## src/rtl/reg_map_pkg.sv

```systemverilog
// Register protocol definitions.
// Command byte: bit 7 write flag, bits 6..4 reserved (must be zero),
// bits 3..0 register address. Address 15 is the read-only write counter.

package reg_map_pkg;

    // --------------------
    // Register bank
    // --------------------

    localparam int unsigned reg_addr_width  = 4;
    localparam int unsigned reg_value_width = 8;
    localparam int unsigned reg_count       = 2 ** reg_addr_width;

    typedef logic [reg_addr_width-1:0]  reg_addr_t;
    typedef logic [reg_value_width-1:0] reg_value_t;

    // Last address holds the accepted-write counter
    localparam reg_addr_t count_reg_addr = reg_addr_t'(reg_count - 1);

    // --------------------
    // Command fields
    // --------------------

    localparam int unsigned cmd_write_bit = 7;
    localparam int unsigned cmd_rsvd_msb  = 6;
    localparam int unsigned cmd_rsvd_lsb  = 4;

    // Byte 1 response to a command with reserved bits set
    localparam reg_value_t illegal_resp = 8'hee;

    // --------------------
    // Decoder FSM
    // --------------------

    typedef enum logic [1:0] {
        decode_idle,
        decode_await_data,
        decode_drain
    } decode_state_t;

endpackage

```

## src/rtl/spi_link_pkg.sv

```systemverilog
// SPI link definitions shared by the port and its users.
// The word width is fixed at 8 bits by the register protocol.
// Words travel MSB first in both directions.

package spi_link_pkg;

    // --------------------
    // Word geometry
    // --------------------

    localparam int unsigned spi_word_bits = 8;

    // One SPI word on MOSI or MISO
    typedef logic [spi_word_bits-1:0] spi_word_t;

    // Bit position inside a word, wraps after the last bit
    typedef logic [$clog2(spi_word_bits)-1:0] spi_bitcnt_t;

    // Count value on the last bit of a word
    localparam spi_bitcnt_t spi_last_bit = spi_bitcnt_t'(spi_word_bits - 1);

    // --------------------
    // Idle levels
    // --------------------

    // MISO level when no word is loaded
    localparam logic spi_idle_miso = 1'b0;

    // Deasserted level of the active-low select
    localparam logic spi_ss_inactive = 1'b1;

endpackage
```

## src/rtl/spi_reg_top.sv

```systemverilog
// SPI register bank top level, slave only.
// Clock polarity and phase select the SPI mode of the port.
// SCK half-period must be at least 8 aclk periods.
// MISO is valid only while miso_oe is high.

`timescale 1ns/1ps

module spi_reg_top import spi_link_pkg::*; import reg_map_pkg::*; #(
    parameter bit clock_polarity = 1'b0,
    parameter bit clock_phase    = 1'b1
) (
    input  logic aclk,
    input  logic aresetn,
    input  logic sck,
    input  logic ss_n,
    input  logic mosi,
    output logic miso,
    output logic miso_oe
);

    spi_word_t  rx_data;
    logic       rx_valid;
    logic       rx_ready;
    spi_word_t  tx_data;
    logic       tx_valid;
    logic       tx_ready;
    logic       frame_active;

    logic       lookup_req;
    logic       lookup_illegal;
    reg_addr_t  lookup_addr;
    logic       write_req;
    reg_addr_t  write_addr;
    reg_value_t write_data;
    reg_value_t lookup_value;
    logic       lookup_done;

    spi_slave_port #(
        .clock_polarity (clock_polarity),
        .clock_phase    (clock_phase)
    ) u_port (
        .aclk         (aclk),
        .aresetn      (aresetn),
        .sck          (sck),
        .ss_n         (ss_n),
        .mosi         (mosi),
        .miso         (miso),
        .miso_oe      (miso_oe),
        .rx_data      (rx_data),
        .rx_valid     (rx_valid),
        .rx_ready     (rx_ready),
        .tx_data      (tx_data),
        .tx_valid     (tx_valid),
        .tx_ready     (tx_ready),
        .frame_active (frame_active)
    );

    cmd_decode u_decode (
        .aclk           (aclk),
        .aresetn        (aresetn),
        .rx_data        (rx_data),
        .rx_valid       (rx_valid),
        .rx_ready       (rx_ready),
        .frame_active   (frame_active),
        .lookup_req     (lookup_req),
        .lookup_illegal (lookup_illegal),
        .lookup_addr    (lookup_addr),
        .write_req      (write_req),
        .write_addr     (write_addr),
        .write_data     (write_data)
    );

    reg_execute u_execute (
        .aclk           (aclk),
        .aresetn        (aresetn),
        .lookup_req     (lookup_req),
        .lookup_illegal (lookup_illegal),
        .lookup_addr    (lookup_addr),
        .write_req      (write_req),
        .write_addr     (write_addr),
        .write_data     (write_data),
        .lookup_value   (lookup_value),
        .lookup_done    (lookup_done)
    );

    resp_build u_resp (
        .aclk         (aclk),
        .aresetn      (aresetn),
        .lookup_value (lookup_value),
        .lookup_done  (lookup_done),
        .frame_active (frame_active),
        .tx_data      (tx_data),
        .tx_valid     (tx_valid),
        .tx_ready     (tx_ready)
    );

endmodule

```

## src/rtl/resp_build.sv

```systemverilog
// Response holder between the register bank and the SPI transmit stream.
// Holds one word; it is dropped when the port takes it or the frame
// ends, so a late answer never reaches the next frame.

`timescale 1ns/1ps

module resp_build import spi_link_pkg::*; import reg_map_pkg::*; (
    input  logic       aclk,
    input  logic       aresetn,
    input  reg_value_t lookup_value,
    input  logic       lookup_done,
    input  logic       frame_active,
    output spi_word_t  tx_data,
    output logic       tx_valid,
    input  logic       tx_ready
);

    always_ff @(posedge aclk) begin
        if (!aresetn) begin
            tx_valid <= 1'b0;
        end else if (!frame_active) begin
            tx_valid <= 1'b0;
        end else if (lookup_done) begin
            tx_valid <= 1'b1;
        end else if (tx_valid && tx_ready) begin
            tx_valid <= 1'b0;
        end
    end

    always_ff @(posedge aclk) begin
        if (lookup_done) begin
            tx_data <= spi_word_t'(lookup_value);
        end
    end

    // One lookup per frame, so the slot is always free
    a_no_resp_overwrite: assert property (@(posedge aclk) disable iff (!aresetn)
        lookup_done |-> !tx_valid);

endmodule

```

## src/rtl/reg_execute.sv

```systemverilog
// Register bank: fifteen RW registers plus the write counter at the
// last address. Writes to the counter address are dropped and not
// counted. Lookups answer one cycle after the request.

`timescale 1ns/1ps

module reg_execute import reg_map_pkg::*; (
    input  logic       aclk,
    input  logic       aresetn,
    input  logic       lookup_req,
    input  logic       lookup_illegal,
    input  reg_addr_t  lookup_addr,
    input  logic       write_req,
    input  reg_addr_t  write_addr,
    input  reg_value_t write_data,
    output reg_value_t lookup_value,
    output logic       lookup_done
);

    reg_value_t rw_regs [reg_count-1];
    reg_value_t write_count;
    logic       write_accept;

    assign write_accept = write_req && (write_addr != count_reg_addr);

    // --------------------
    // Writes
    // --------------------

    always_ff @(posedge aclk) begin
        if (!aresetn) begin
            for (int i = 0; i < reg_count - 1; i++) begin
                rw_regs[i] <= '0;
            end
            write_count <= '0;
        end else if (write_accept) begin
            rw_regs[write_addr] <= write_data;
            // Wraps modulo 256
            write_count <= write_count + 1'b1;
        end
    end

    // --------------------
    // Lookups
    // --------------------

    always_ff @(posedge aclk) begin
        if (!aresetn) begin
            lookup_done <= 1'b0;
        end else begin
            lookup_done <= lookup_req;
        end
    end

    always_ff @(posedge aclk) begin
        if (lookup_req) begin
            if (lookup_illegal) begin
                lookup_value <= illegal_resp;
            end else if (lookup_addr == count_reg_addr) begin
                lookup_value <= write_count;
            end else begin
                lookup_value <= rw_regs[lookup_addr];
            end
        end
    end

endmodule

```

## src/rtl/cmd_decode.sv

```systemverilog
// Frame decoder. Byte 0 is the command, byte 1 the data, later bytes
// are dropped. A frame that ends before byte 1 writes nothing.
// Consumes every word at once, so rx_ready is tied high.

`timescale 1ns/1ps

module cmd_decode import spi_link_pkg::*; import reg_map_pkg::*; (
    input  logic       aclk,
    input  logic       aresetn,
    input  spi_word_t  rx_data,
    input  logic       rx_valid,
    output logic       rx_ready,
    input  logic       frame_active,
    output logic       lookup_req,
    output logic       lookup_illegal,
    output reg_addr_t  lookup_addr,
    output logic       write_req,
    output reg_addr_t  write_addr,
    output reg_value_t write_data
);

    decode_state_t state;
    logic          cmd_write;

    assign rx_ready = 1'b1;

    always_ff @(posedge aclk) begin
        if (!aresetn) begin
            state          <= decode_idle;
            cmd_write      <= 1'b0;
            lookup_req     <= 1'b0;
            lookup_illegal <= 1'b0;
            write_req      <= 1'b0;
        end else begin
            lookup_req <= 1'b0;
            write_req  <= 1'b0;
            if (!frame_active) begin
                state     <= decode_idle;
                cmd_write <= 1'b0;
            end else if (rx_valid) begin
                case (state)
                    decode_idle: begin
                        lookup_req     <= 1'b1;
                        lookup_illegal <= |rx_data[cmd_rsvd_msb:cmd_rsvd_lsb];
                        // Illegal commands never write
                        cmd_write      <= rx_data[cmd_write_bit]
                                          && !(|rx_data[cmd_rsvd_msb:cmd_rsvd_lsb]);
                        state          <= decode_await_data;
                    end
                    decode_await_data: begin
                        write_req <= cmd_write;
                        state     <= decode_drain;
                    end
                    default: begin
                        state <= decode_drain;
                    end
                endcase
            end
        end
    end

    // Address and data payload
    always_ff @(posedge aclk) begin
        if (frame_active && rx_valid) begin
            if (state == decode_idle) begin
                lookup_addr <= rx_data[reg_addr_width-1:0];
            end
            if (state == decode_await_data) begin
                write_addr <= lookup_addr;
                write_data <= reg_value_t'(rx_data);
            end
        end
    end

    a_req_exclusive: assert property (@(posedge aclk) disable iff (!aresetn)
        !(write_req && lookup_req));

endmodule

```

## src/rtl/spi_slave_port.sv

```systemverilog
// SPI slave port with valid/ready streams on the aclk side.
// SCK, SS_n and MOSI pass through two sync flops; SCK gets a third for
// edge detection. SCK half-period must be several aclk periods long.
// rx_valid is a one-cycle pulse per word and expects rx_ready to keep up.
// With no tx word offered at load time the port shifts out zero.

`timescale 1ns/1ps

module spi_slave_port import spi_link_pkg::*; #(
    parameter bit clock_polarity = 1'b0,
    parameter bit clock_phase    = 1'b1
) (
    input  logic      aclk,
    input  logic      aresetn,
    input  logic      sck,
    input  logic      ss_n,
    input  logic      mosi,
    output logic      miso,
    output logic      miso_oe,
    output spi_word_t rx_data,
    output logic      rx_valid,
    input  logic      rx_ready,
    input  spi_word_t tx_data,
    input  logic      tx_valid,
    output logic      tx_ready,
    output logic      frame_active
);

    // --------------------
    // Pin synchronizers
    // --------------------

    logic [1:0] sck_sync;
    logic [1:0] ss_sync;
    logic [1:0] mosi_sync;
    logic       sck_d;

    always_ff @(posedge aclk) begin
        if (!aresetn) begin
            sck_sync <= {2{clock_polarity}};
            ss_sync  <= {2{spi_ss_inactive}};
            sck_d    <= clock_polarity;
        end else begin
            sck_sync <= {sck_sync[0], sck};
            ss_sync  <= {ss_sync[0], ss_n};
            sck_d    <= sck_sync[1];
        end
    end

    always_ff @(posedge aclk) begin
        mosi_sync <= {mosi_sync[0], mosi};
    end

    assign frame_active = !ss_sync[1];

    // Select drives the output enable directly, no sync delay
    assign miso_oe = !ss_n;

    // --------------------
    // SCK edges
    // --------------------

    logic sck_rise;
    logic sck_fall;
    logic capture_edge;
    logic output_edge;

    assign sck_rise = sck_sync[1] && !sck_d && frame_active;
    assign sck_fall = !sck_sync[1] && sck_d && frame_active;

    // Modes 1 and 2 capture on the falling edge
    assign capture_edge = (clock_phase ^ clock_polarity) ? sck_fall : sck_rise;
    assign output_edge  = (clock_phase ^ clock_polarity) ? sck_rise : sck_fall;

    // --------------------
    // Receive
    // --------------------

    spi_bitcnt_t rx_bitcnt;
    spi_word_t   rx_shift;
    logic        rx_word_done;

    always_ff @(posedge aclk) begin
        if (!aresetn || !frame_active) begin
            rx_bitcnt <= '0;
        end else if (capture_edge) begin
            rx_bitcnt <= rx_bitcnt + 1'b1;
        end
    end

    always_ff @(posedge aclk) begin
        if (capture_edge) begin
            rx_shift <= {rx_shift[spi_word_bits-2:0], mosi_sync[1]};
        end
    end

    assign rx_word_done = capture_edge && (rx_bitcnt == spi_last_bit);

    always_ff @(posedge aclk) begin
        if (rx_word_done) begin
            rx_data <= {rx_shift[spi_word_bits-2:0], mosi_sync[1]};
        end
    end

    always_ff @(posedge aclk) begin
        if (!aresetn) begin
            rx_valid <= 1'b0;
        end else if (rx_word_done) begin
            rx_valid <= 1'b1;
        end else if (rx_ready) begin
            rx_valid <= 1'b0;
        end
    end

    // Overrun: the consumer must take each word before the next one lands
    a_rx_no_overrun: assert property (@(posedge aclk) disable iff (!aresetn)
        !(rx_word_done && rx_valid && !rx_ready));

    // --------------------
    // Transmit
    // --------------------

    spi_bitcnt_t tx_bitcnt;
    spi_word_t   tx_shift;
    logic        tx_load;

    always_ff @(posedge aclk) begin
        if (!aresetn || !frame_active) begin
            tx_bitcnt <= '0;
        end else if (output_edge) begin
            tx_bitcnt <= tx_bitcnt + 1'b1;
        end
    end

    assign miso = tx_shift[spi_word_bits-1];

    generate
        if (clock_phase) begin : g_phase1

            // First output edge of each word presents the MSB
            assign tx_load  = output_edge && (tx_bitcnt == '0);
            assign tx_ready = tx_load;

            always_ff @(posedge aclk) begin
                if (!aresetn || !frame_active) begin
                    tx_shift <= {spi_word_bits{spi_idle_miso}};
                end else if (tx_load) begin
                    tx_shift <= tx_valid ? tx_data : {spi_word_bits{spi_idle_miso}};
                end else if (output_edge) begin
                    tx_shift <= {tx_shift[spi_word_bits-2:0], spi_idle_miso};
                end
            end

        end else begin : g_phase0

            typedef enum logic {tx_empty, tx_held} tx_state_t;

            tx_state_t tx_state;
            logic      frame_active_d;
            logic      frame_end;

            // MSB must sit on MISO before the first capture edge
            assign tx_load   = output_edge && (tx_bitcnt == spi_last_bit);
            assign frame_end = frame_active_d && !frame_active;
            assign tx_ready  = ((tx_state == tx_empty) && !frame_active) || tx_load;

            always_ff @(posedge aclk) begin
                if (!aresetn) begin
                    tx_state       <= tx_empty;
                    frame_active_d <= 1'b0;
                end else begin
                    frame_active_d <= frame_active;
                    if (tx_ready && tx_valid) begin
                        tx_state <= tx_held;
                    end else if (frame_end || tx_load) begin
                        tx_state <= tx_empty;
                    end
                end
            end

            always_ff @(posedge aclk) begin
                if (!aresetn) begin
                    tx_shift <= {spi_word_bits{spi_idle_miso}};
                end else if (tx_ready && tx_valid) begin
                    tx_shift <= tx_data;
                end else if (tx_load || frame_end) begin
                    tx_shift <= {spi_word_bits{spi_idle_miso}};
                end else if (output_edge) begin
                    tx_shift <= {tx_shift[spi_word_bits-2:0], spi_idle_miso};
                end
            end

        end
    endgenerate

endmodule

```

## config.mk

```make
export PLATFORM = sky130hd
export DESIGN_NAME = spi_reg_top
export DESIGN_NICKNAME = d
export VERILOG_FILES = /design/src/rtl/reg_map_pkg.sv /design/src/rtl/spi_link_pkg.sv /design/src/rtl/spi_reg_top.sv /design/src/rtl/resp_build.sv /design/src/rtl/reg_execute.sv /design/src/rtl/cmd_decode.sv /design/src/rtl/spi_slave_port.sv
export SDC_FILE = /design/constraint.sdc
export NUM_CORES = 1
export LEC_CHECK = 0
export ABC_AREA = 0
export BUFFER_PORTS_ARGS = -buffer_cell sky130_fd_sc_hd__buf_2
export CAP_MARGIN = 15
export CORE_MARGIN = 2
export CORE_UTILIZATION = 45
export DETAILED_ROUTE_END_ITERATION = 12
export PLACE_DENSITY = 0.7
export SYNTH_ARGS = -nofsm -noshare
export SYNTH_HDL_FRONTEND = slang
export SYNTH_SLANG_ARGS = --single-unit
export TNS_END_PERCENT = 30
```

## constraint.sdc

```tcl
create_clock -name aclk -period 2.8 [get_ports aclk]
set_input_delay 0.28 -clock aclk [delete_from_list [all_inputs] [get_ports aclk]]
set_output_delay 0.28 -clock aclk [all_outputs]
set_load 0.02 [all_outputs]
```

==> flow_metrics.py <==
metrics = {
    "sta": {
        "hold_slack_ns": 0.2809,
        "fin_crit_sh_pct": 84.78,
        "skew_ns": 0.01089,
        "hold_viol_final": 0,
        "setup_violations": 0,
        "clock.fmax_ghz": 0.4213,
        "worst_slew_pin_slew_ns": 0.9052,
        "min_period_ns": 2.374,
        "setup_tns_ns": 0,
        "slew_headroom_pct": 39.65,
        "grt_setup_unrepaired": "false",
        "drv_slew": 0,
    },
    "logic_synthesis": {
        "yosysUniqueCellTypes": 44,
        "ys_warn_count": 0,
        "synth_cells": 611,
        "ys_async_sr_fraction_pct": 0,
        "synth-edff-count": 175,
        "synth_area_leaders": "edfxtp_1 (58%), dfxtp_1 (9.3%), and2_1 (9.0%), mux4_2 (9.0%), nor2_1 (1.6%)",
        "syn_area_mm2": 0.009056,
        "seq_area_frac_synth_pct": 67.31,
        "synth_top_area_share_pct": 58.03,
        "synth_xor_area_share_pct": 0.6770,
        "synth_top_family_by_area": "simple AND/OR/NAND/NOR gates",
        "synth_flop_cell": "edfxtp_1",
        "synth_fa_ha_area_share_pct": 0.6908,
        "muxShareOfSynthArea_pct": 10.02,
        "avgSynthCellArea_um2": 14.82,
        "synth-seq-cells": 217,
        "synth-simple-area-share_pct": 15.03,
        "synth_area_leader_cell": "edfxtp_1",
        "synth_compound_area_share_pct": 4.103,
    },
    "cells_and_area": {
        "nNetsFinal": 647,
        "final_cell_area_mm2": 0.01019,
        "finish.utilization_pct": 52.03,
        "antenna_cells": 0,
        "drive_gt1_share_pct": 16.85,
        "area_growth_syn_to_layout_pct": 12.55,
    },
    "worst_setup_path": {
        "cp_slowest_cell": "dfxtp_1",
        "cp_slowest_stage_delay_ns": 0.85,
        "cpMostUsedCell": "mux4_2",
        "end_kind": "register",
        "cp.arrival_ns": 2.61,
        "criticalPathCategory": "register to register",
        "startpoint_type": "register",
        "path_cells": "mux4_2 -> mux4_2 -> nand2_1 -> a21oi_1",
        "critPathTopFamily": "multiplexers",
        "required_ns": 3.04,
        "crit_fanout": 18,
        "crit_buf_inv": 0,
    },
    "grt": {
        "gr-total-overflow": 0,
        "antenna_found_initial": 0,
        "grt_max_degree": 37,
        "grtUsageTotal_pct": 18.02,
        "grt_pass1_wl_mm": 29.55,
        "grt_pass1_vias": 5083,
    },
    "place": {
        "io_buffers": 6,
        "dpl_cell_area_mm2": 0.009464,
        "globalplace.congestion": 0.8992,
        "place_hpwl_mm": 13.06,
    },
    "floorplanning": {
        "dieArea_mm2": 0.02128,
        "core_area_mm2": 0.01959,
        "die_h_um": 145.9,
        "ios": 7,
        "start_util_pct": 46.23,
        "dieWidth_um": 145.9,
        "rows": 51,
    },
    "drt": {
        "drt-initial-drc-count": 383,
        "viasPerCell": 5.533,
        "dr_total_vias": 5079,
        "drc_errors": 0,
        "postRouteAntennaNets": 0,
        "wire_per_inst_um": 20.48,
        "dr.pass1.iters": 5,
        "totalWireLength_mm": 18.80,
    },
    "clocking": {
        "root_buffer": "clkbuf_16",
        "cts_made_buffers": 23,
        "path_clk_slew_ns": 0.06,
        "insertion_delay_ns": 0.51,
        "post_cts_buffers": 0,
        "cts_max_path_buffers": 3,
        "clock_sinks": 217,
        "cts_tree": "built",
        "cts_max_level": 1,
    },
    "power": {
        "powerDensity_mw_per_mm2": 645.8,
        "p_leak_nw": 3.512,
        "ir_worst_vdd_mv": 0.5016,
        "power_mw": 6.583,
    },
    "hold_path": {
        "min_path_type": "input port to register",
    },
    "run_status": {
        "outcome": "complete, no violations",
    },
    "run": {
        "drv_cap": 0,
    },
}
metal layers:
metal	part of all wire [%]	global-route usage, %	vias to the layer above
met5	0	0	-
met4	2.3	4.853	0
met3	6.0	2.821	40
met2	49	29.95	182
met1	42	24.89	2568
li1	-	-	2289
where the power goes:
part	switching, mW	internal, mW	leakage [nW]	total [mW]
registers	0.0402	3.56	1.99	3.60
logic	0.0806	0.0649	1.18	0.146
clock network	1.20	1.64	0.343	2.84
cells by family after synthesis:
| kind of cell | Yosys count |
|---|---|
| AO/OA/AOI/OAI | 52 |
| XOR/XNOR | 7 |
| adder cells (fa/ha/maj) | 5 |
| buffers and inverters | 43 |
| flip-flops | 217 |
| multiplexers | 45 |
| other | 1 |
| AND/OR/NAND/NOR | 241 |
worst register-to-register path, delay by kind of cell, from the launching register on:
kind	cells	cell delay, ns
flops	1	0.85
simple gates	1	0.08
compound gates	1	0.09
mux	2	1.09
flip-flops by register name, summed over array words and instances, names as in the netlist, 7 cells and up, named ones only:
name and cells:
u_port.rx_data 8, u_port.rx_shift 7, u_decode.write_data 8, u_execute.rw_regs 128, u_execute.write_count 8, u_execute.lookup_value 8
u_port.tx_shift 8, u_resp.tx_data 8
layout by cell type, fill, tap and decap left out, types with 3 or more instances in the layout:
| cell | netlist | routed |
|---|---|---|
| and3_1 | 3 | 3 |
| buf_4 | 0 | 20 |
| a21oi_1 | 18 | 18 |
| a21boi_0 | 3 | 3 |
| xnor2_1 | 7 | 7 |
| clkbuf_1 | 22 | 6 |
| conb_1 | 1 | 8 |
| clkinv_1 | 0 | 4 |
| dfxtp_1 | 42 | 42 |
| nor3_1 | 6 | 6 |
| or3_1 | 3 | 3 |
| edfxtp_1 | 175 | 175 |
| clkbuf_16 | 0 | 23 |
| nor2b_1 | 5 | 5 |
| nand2_1 | 23 | 23 |
| mux4_2 | 36 | 36 |
| clkinv_2 | 0 | 3 |
| and2_1 | 130 | 130 |
| mux2_2 | 5 | 5 |
| buf_2 | 7 | 6 |
| nand3_1 | 6 | 6 |
| o21ai_0 | 13 | 13 |
| inv_1 | 6 | 6 |
| nor2_1 | 38 | 38 |
| dlygate4sd3_1 | 0 | 3 |
| nand4_1 | 7 | 7 |
| a2111oi_2 | 7 | 7 |
| ha_1 | 5 | 5 |
| mux2i_1 | 4 | 4 |
| nand2b_1 | 10 | 10 |
final timing paths:
check / startpoint / endpoint / slack (ns) / cells past startpoint
worst max register to register: register / u_execute.lookup_value[4] / 0.43 / 4
worst min-delay path: aresetn / u_port.ss_sync[0] / 0.28 / 3
worst min register to register: u_port.mosi_sync[0] / u_port.mosi_sync[1] / 0.33 / 0
worst max-delay path: register / u_execute.lookup_value[4] / 0.43 / 4
through the flow:
| stage | std cells | setup slack (ns) |
|---|---|---|
| CTS | 918 | 0.4134 |
| global placement | 874 | 0.4770 |
| global route | 918 | 0.2695 |
| detailed placement | 874 | 0.4329 |
| finish | 918 | 0.4263 |
| floorplan | 618 | 0.8209 |
timing repair:
action                                 in CTS  in global routing
endpoints found under the hold margin       3                  0
resized for setup                           0                  0
hold buffers                                3                  0
cell type report:
cell class	instances	area [um^2]
clock inverter	11	86.33
fill	1633	9398
clock buffer	30	611.8
inverter	6	22.52
tap	265	331.6
sequential	217	6096
multi-input combinational	358	2794
timing repair buffer	31	250.2
cell usage after synthesis (2+ instances only):
master / count
nand4_1: 7
clkbuf_1: 22
o211ai_1: 2
mux4_2: 36
o21ai_0: 13
nor2b_1: 5
a2111oi_2: 7
buf_6: 3
nand3_1: 6
or3_1: 3
and3_1: 3
inv_1: 6
mux2_2: 5
a21oi_1: 18
xnor2_1: 7
dfxtp_1: 42
and2_1: 130
mux2i_1: 4
a22oi_1: 2
nor2_1: 38
edfxtp_1: 175
nor3_1: 6
nand2_1: 23
nand2b_1: 10
ha_1: 5
a21boi_0: 3
nand4b_1: 2
buf_2: 7
or3b_1: 2
buf_1: 5
No activity file was read; power rests on OpenSTA's default activity.
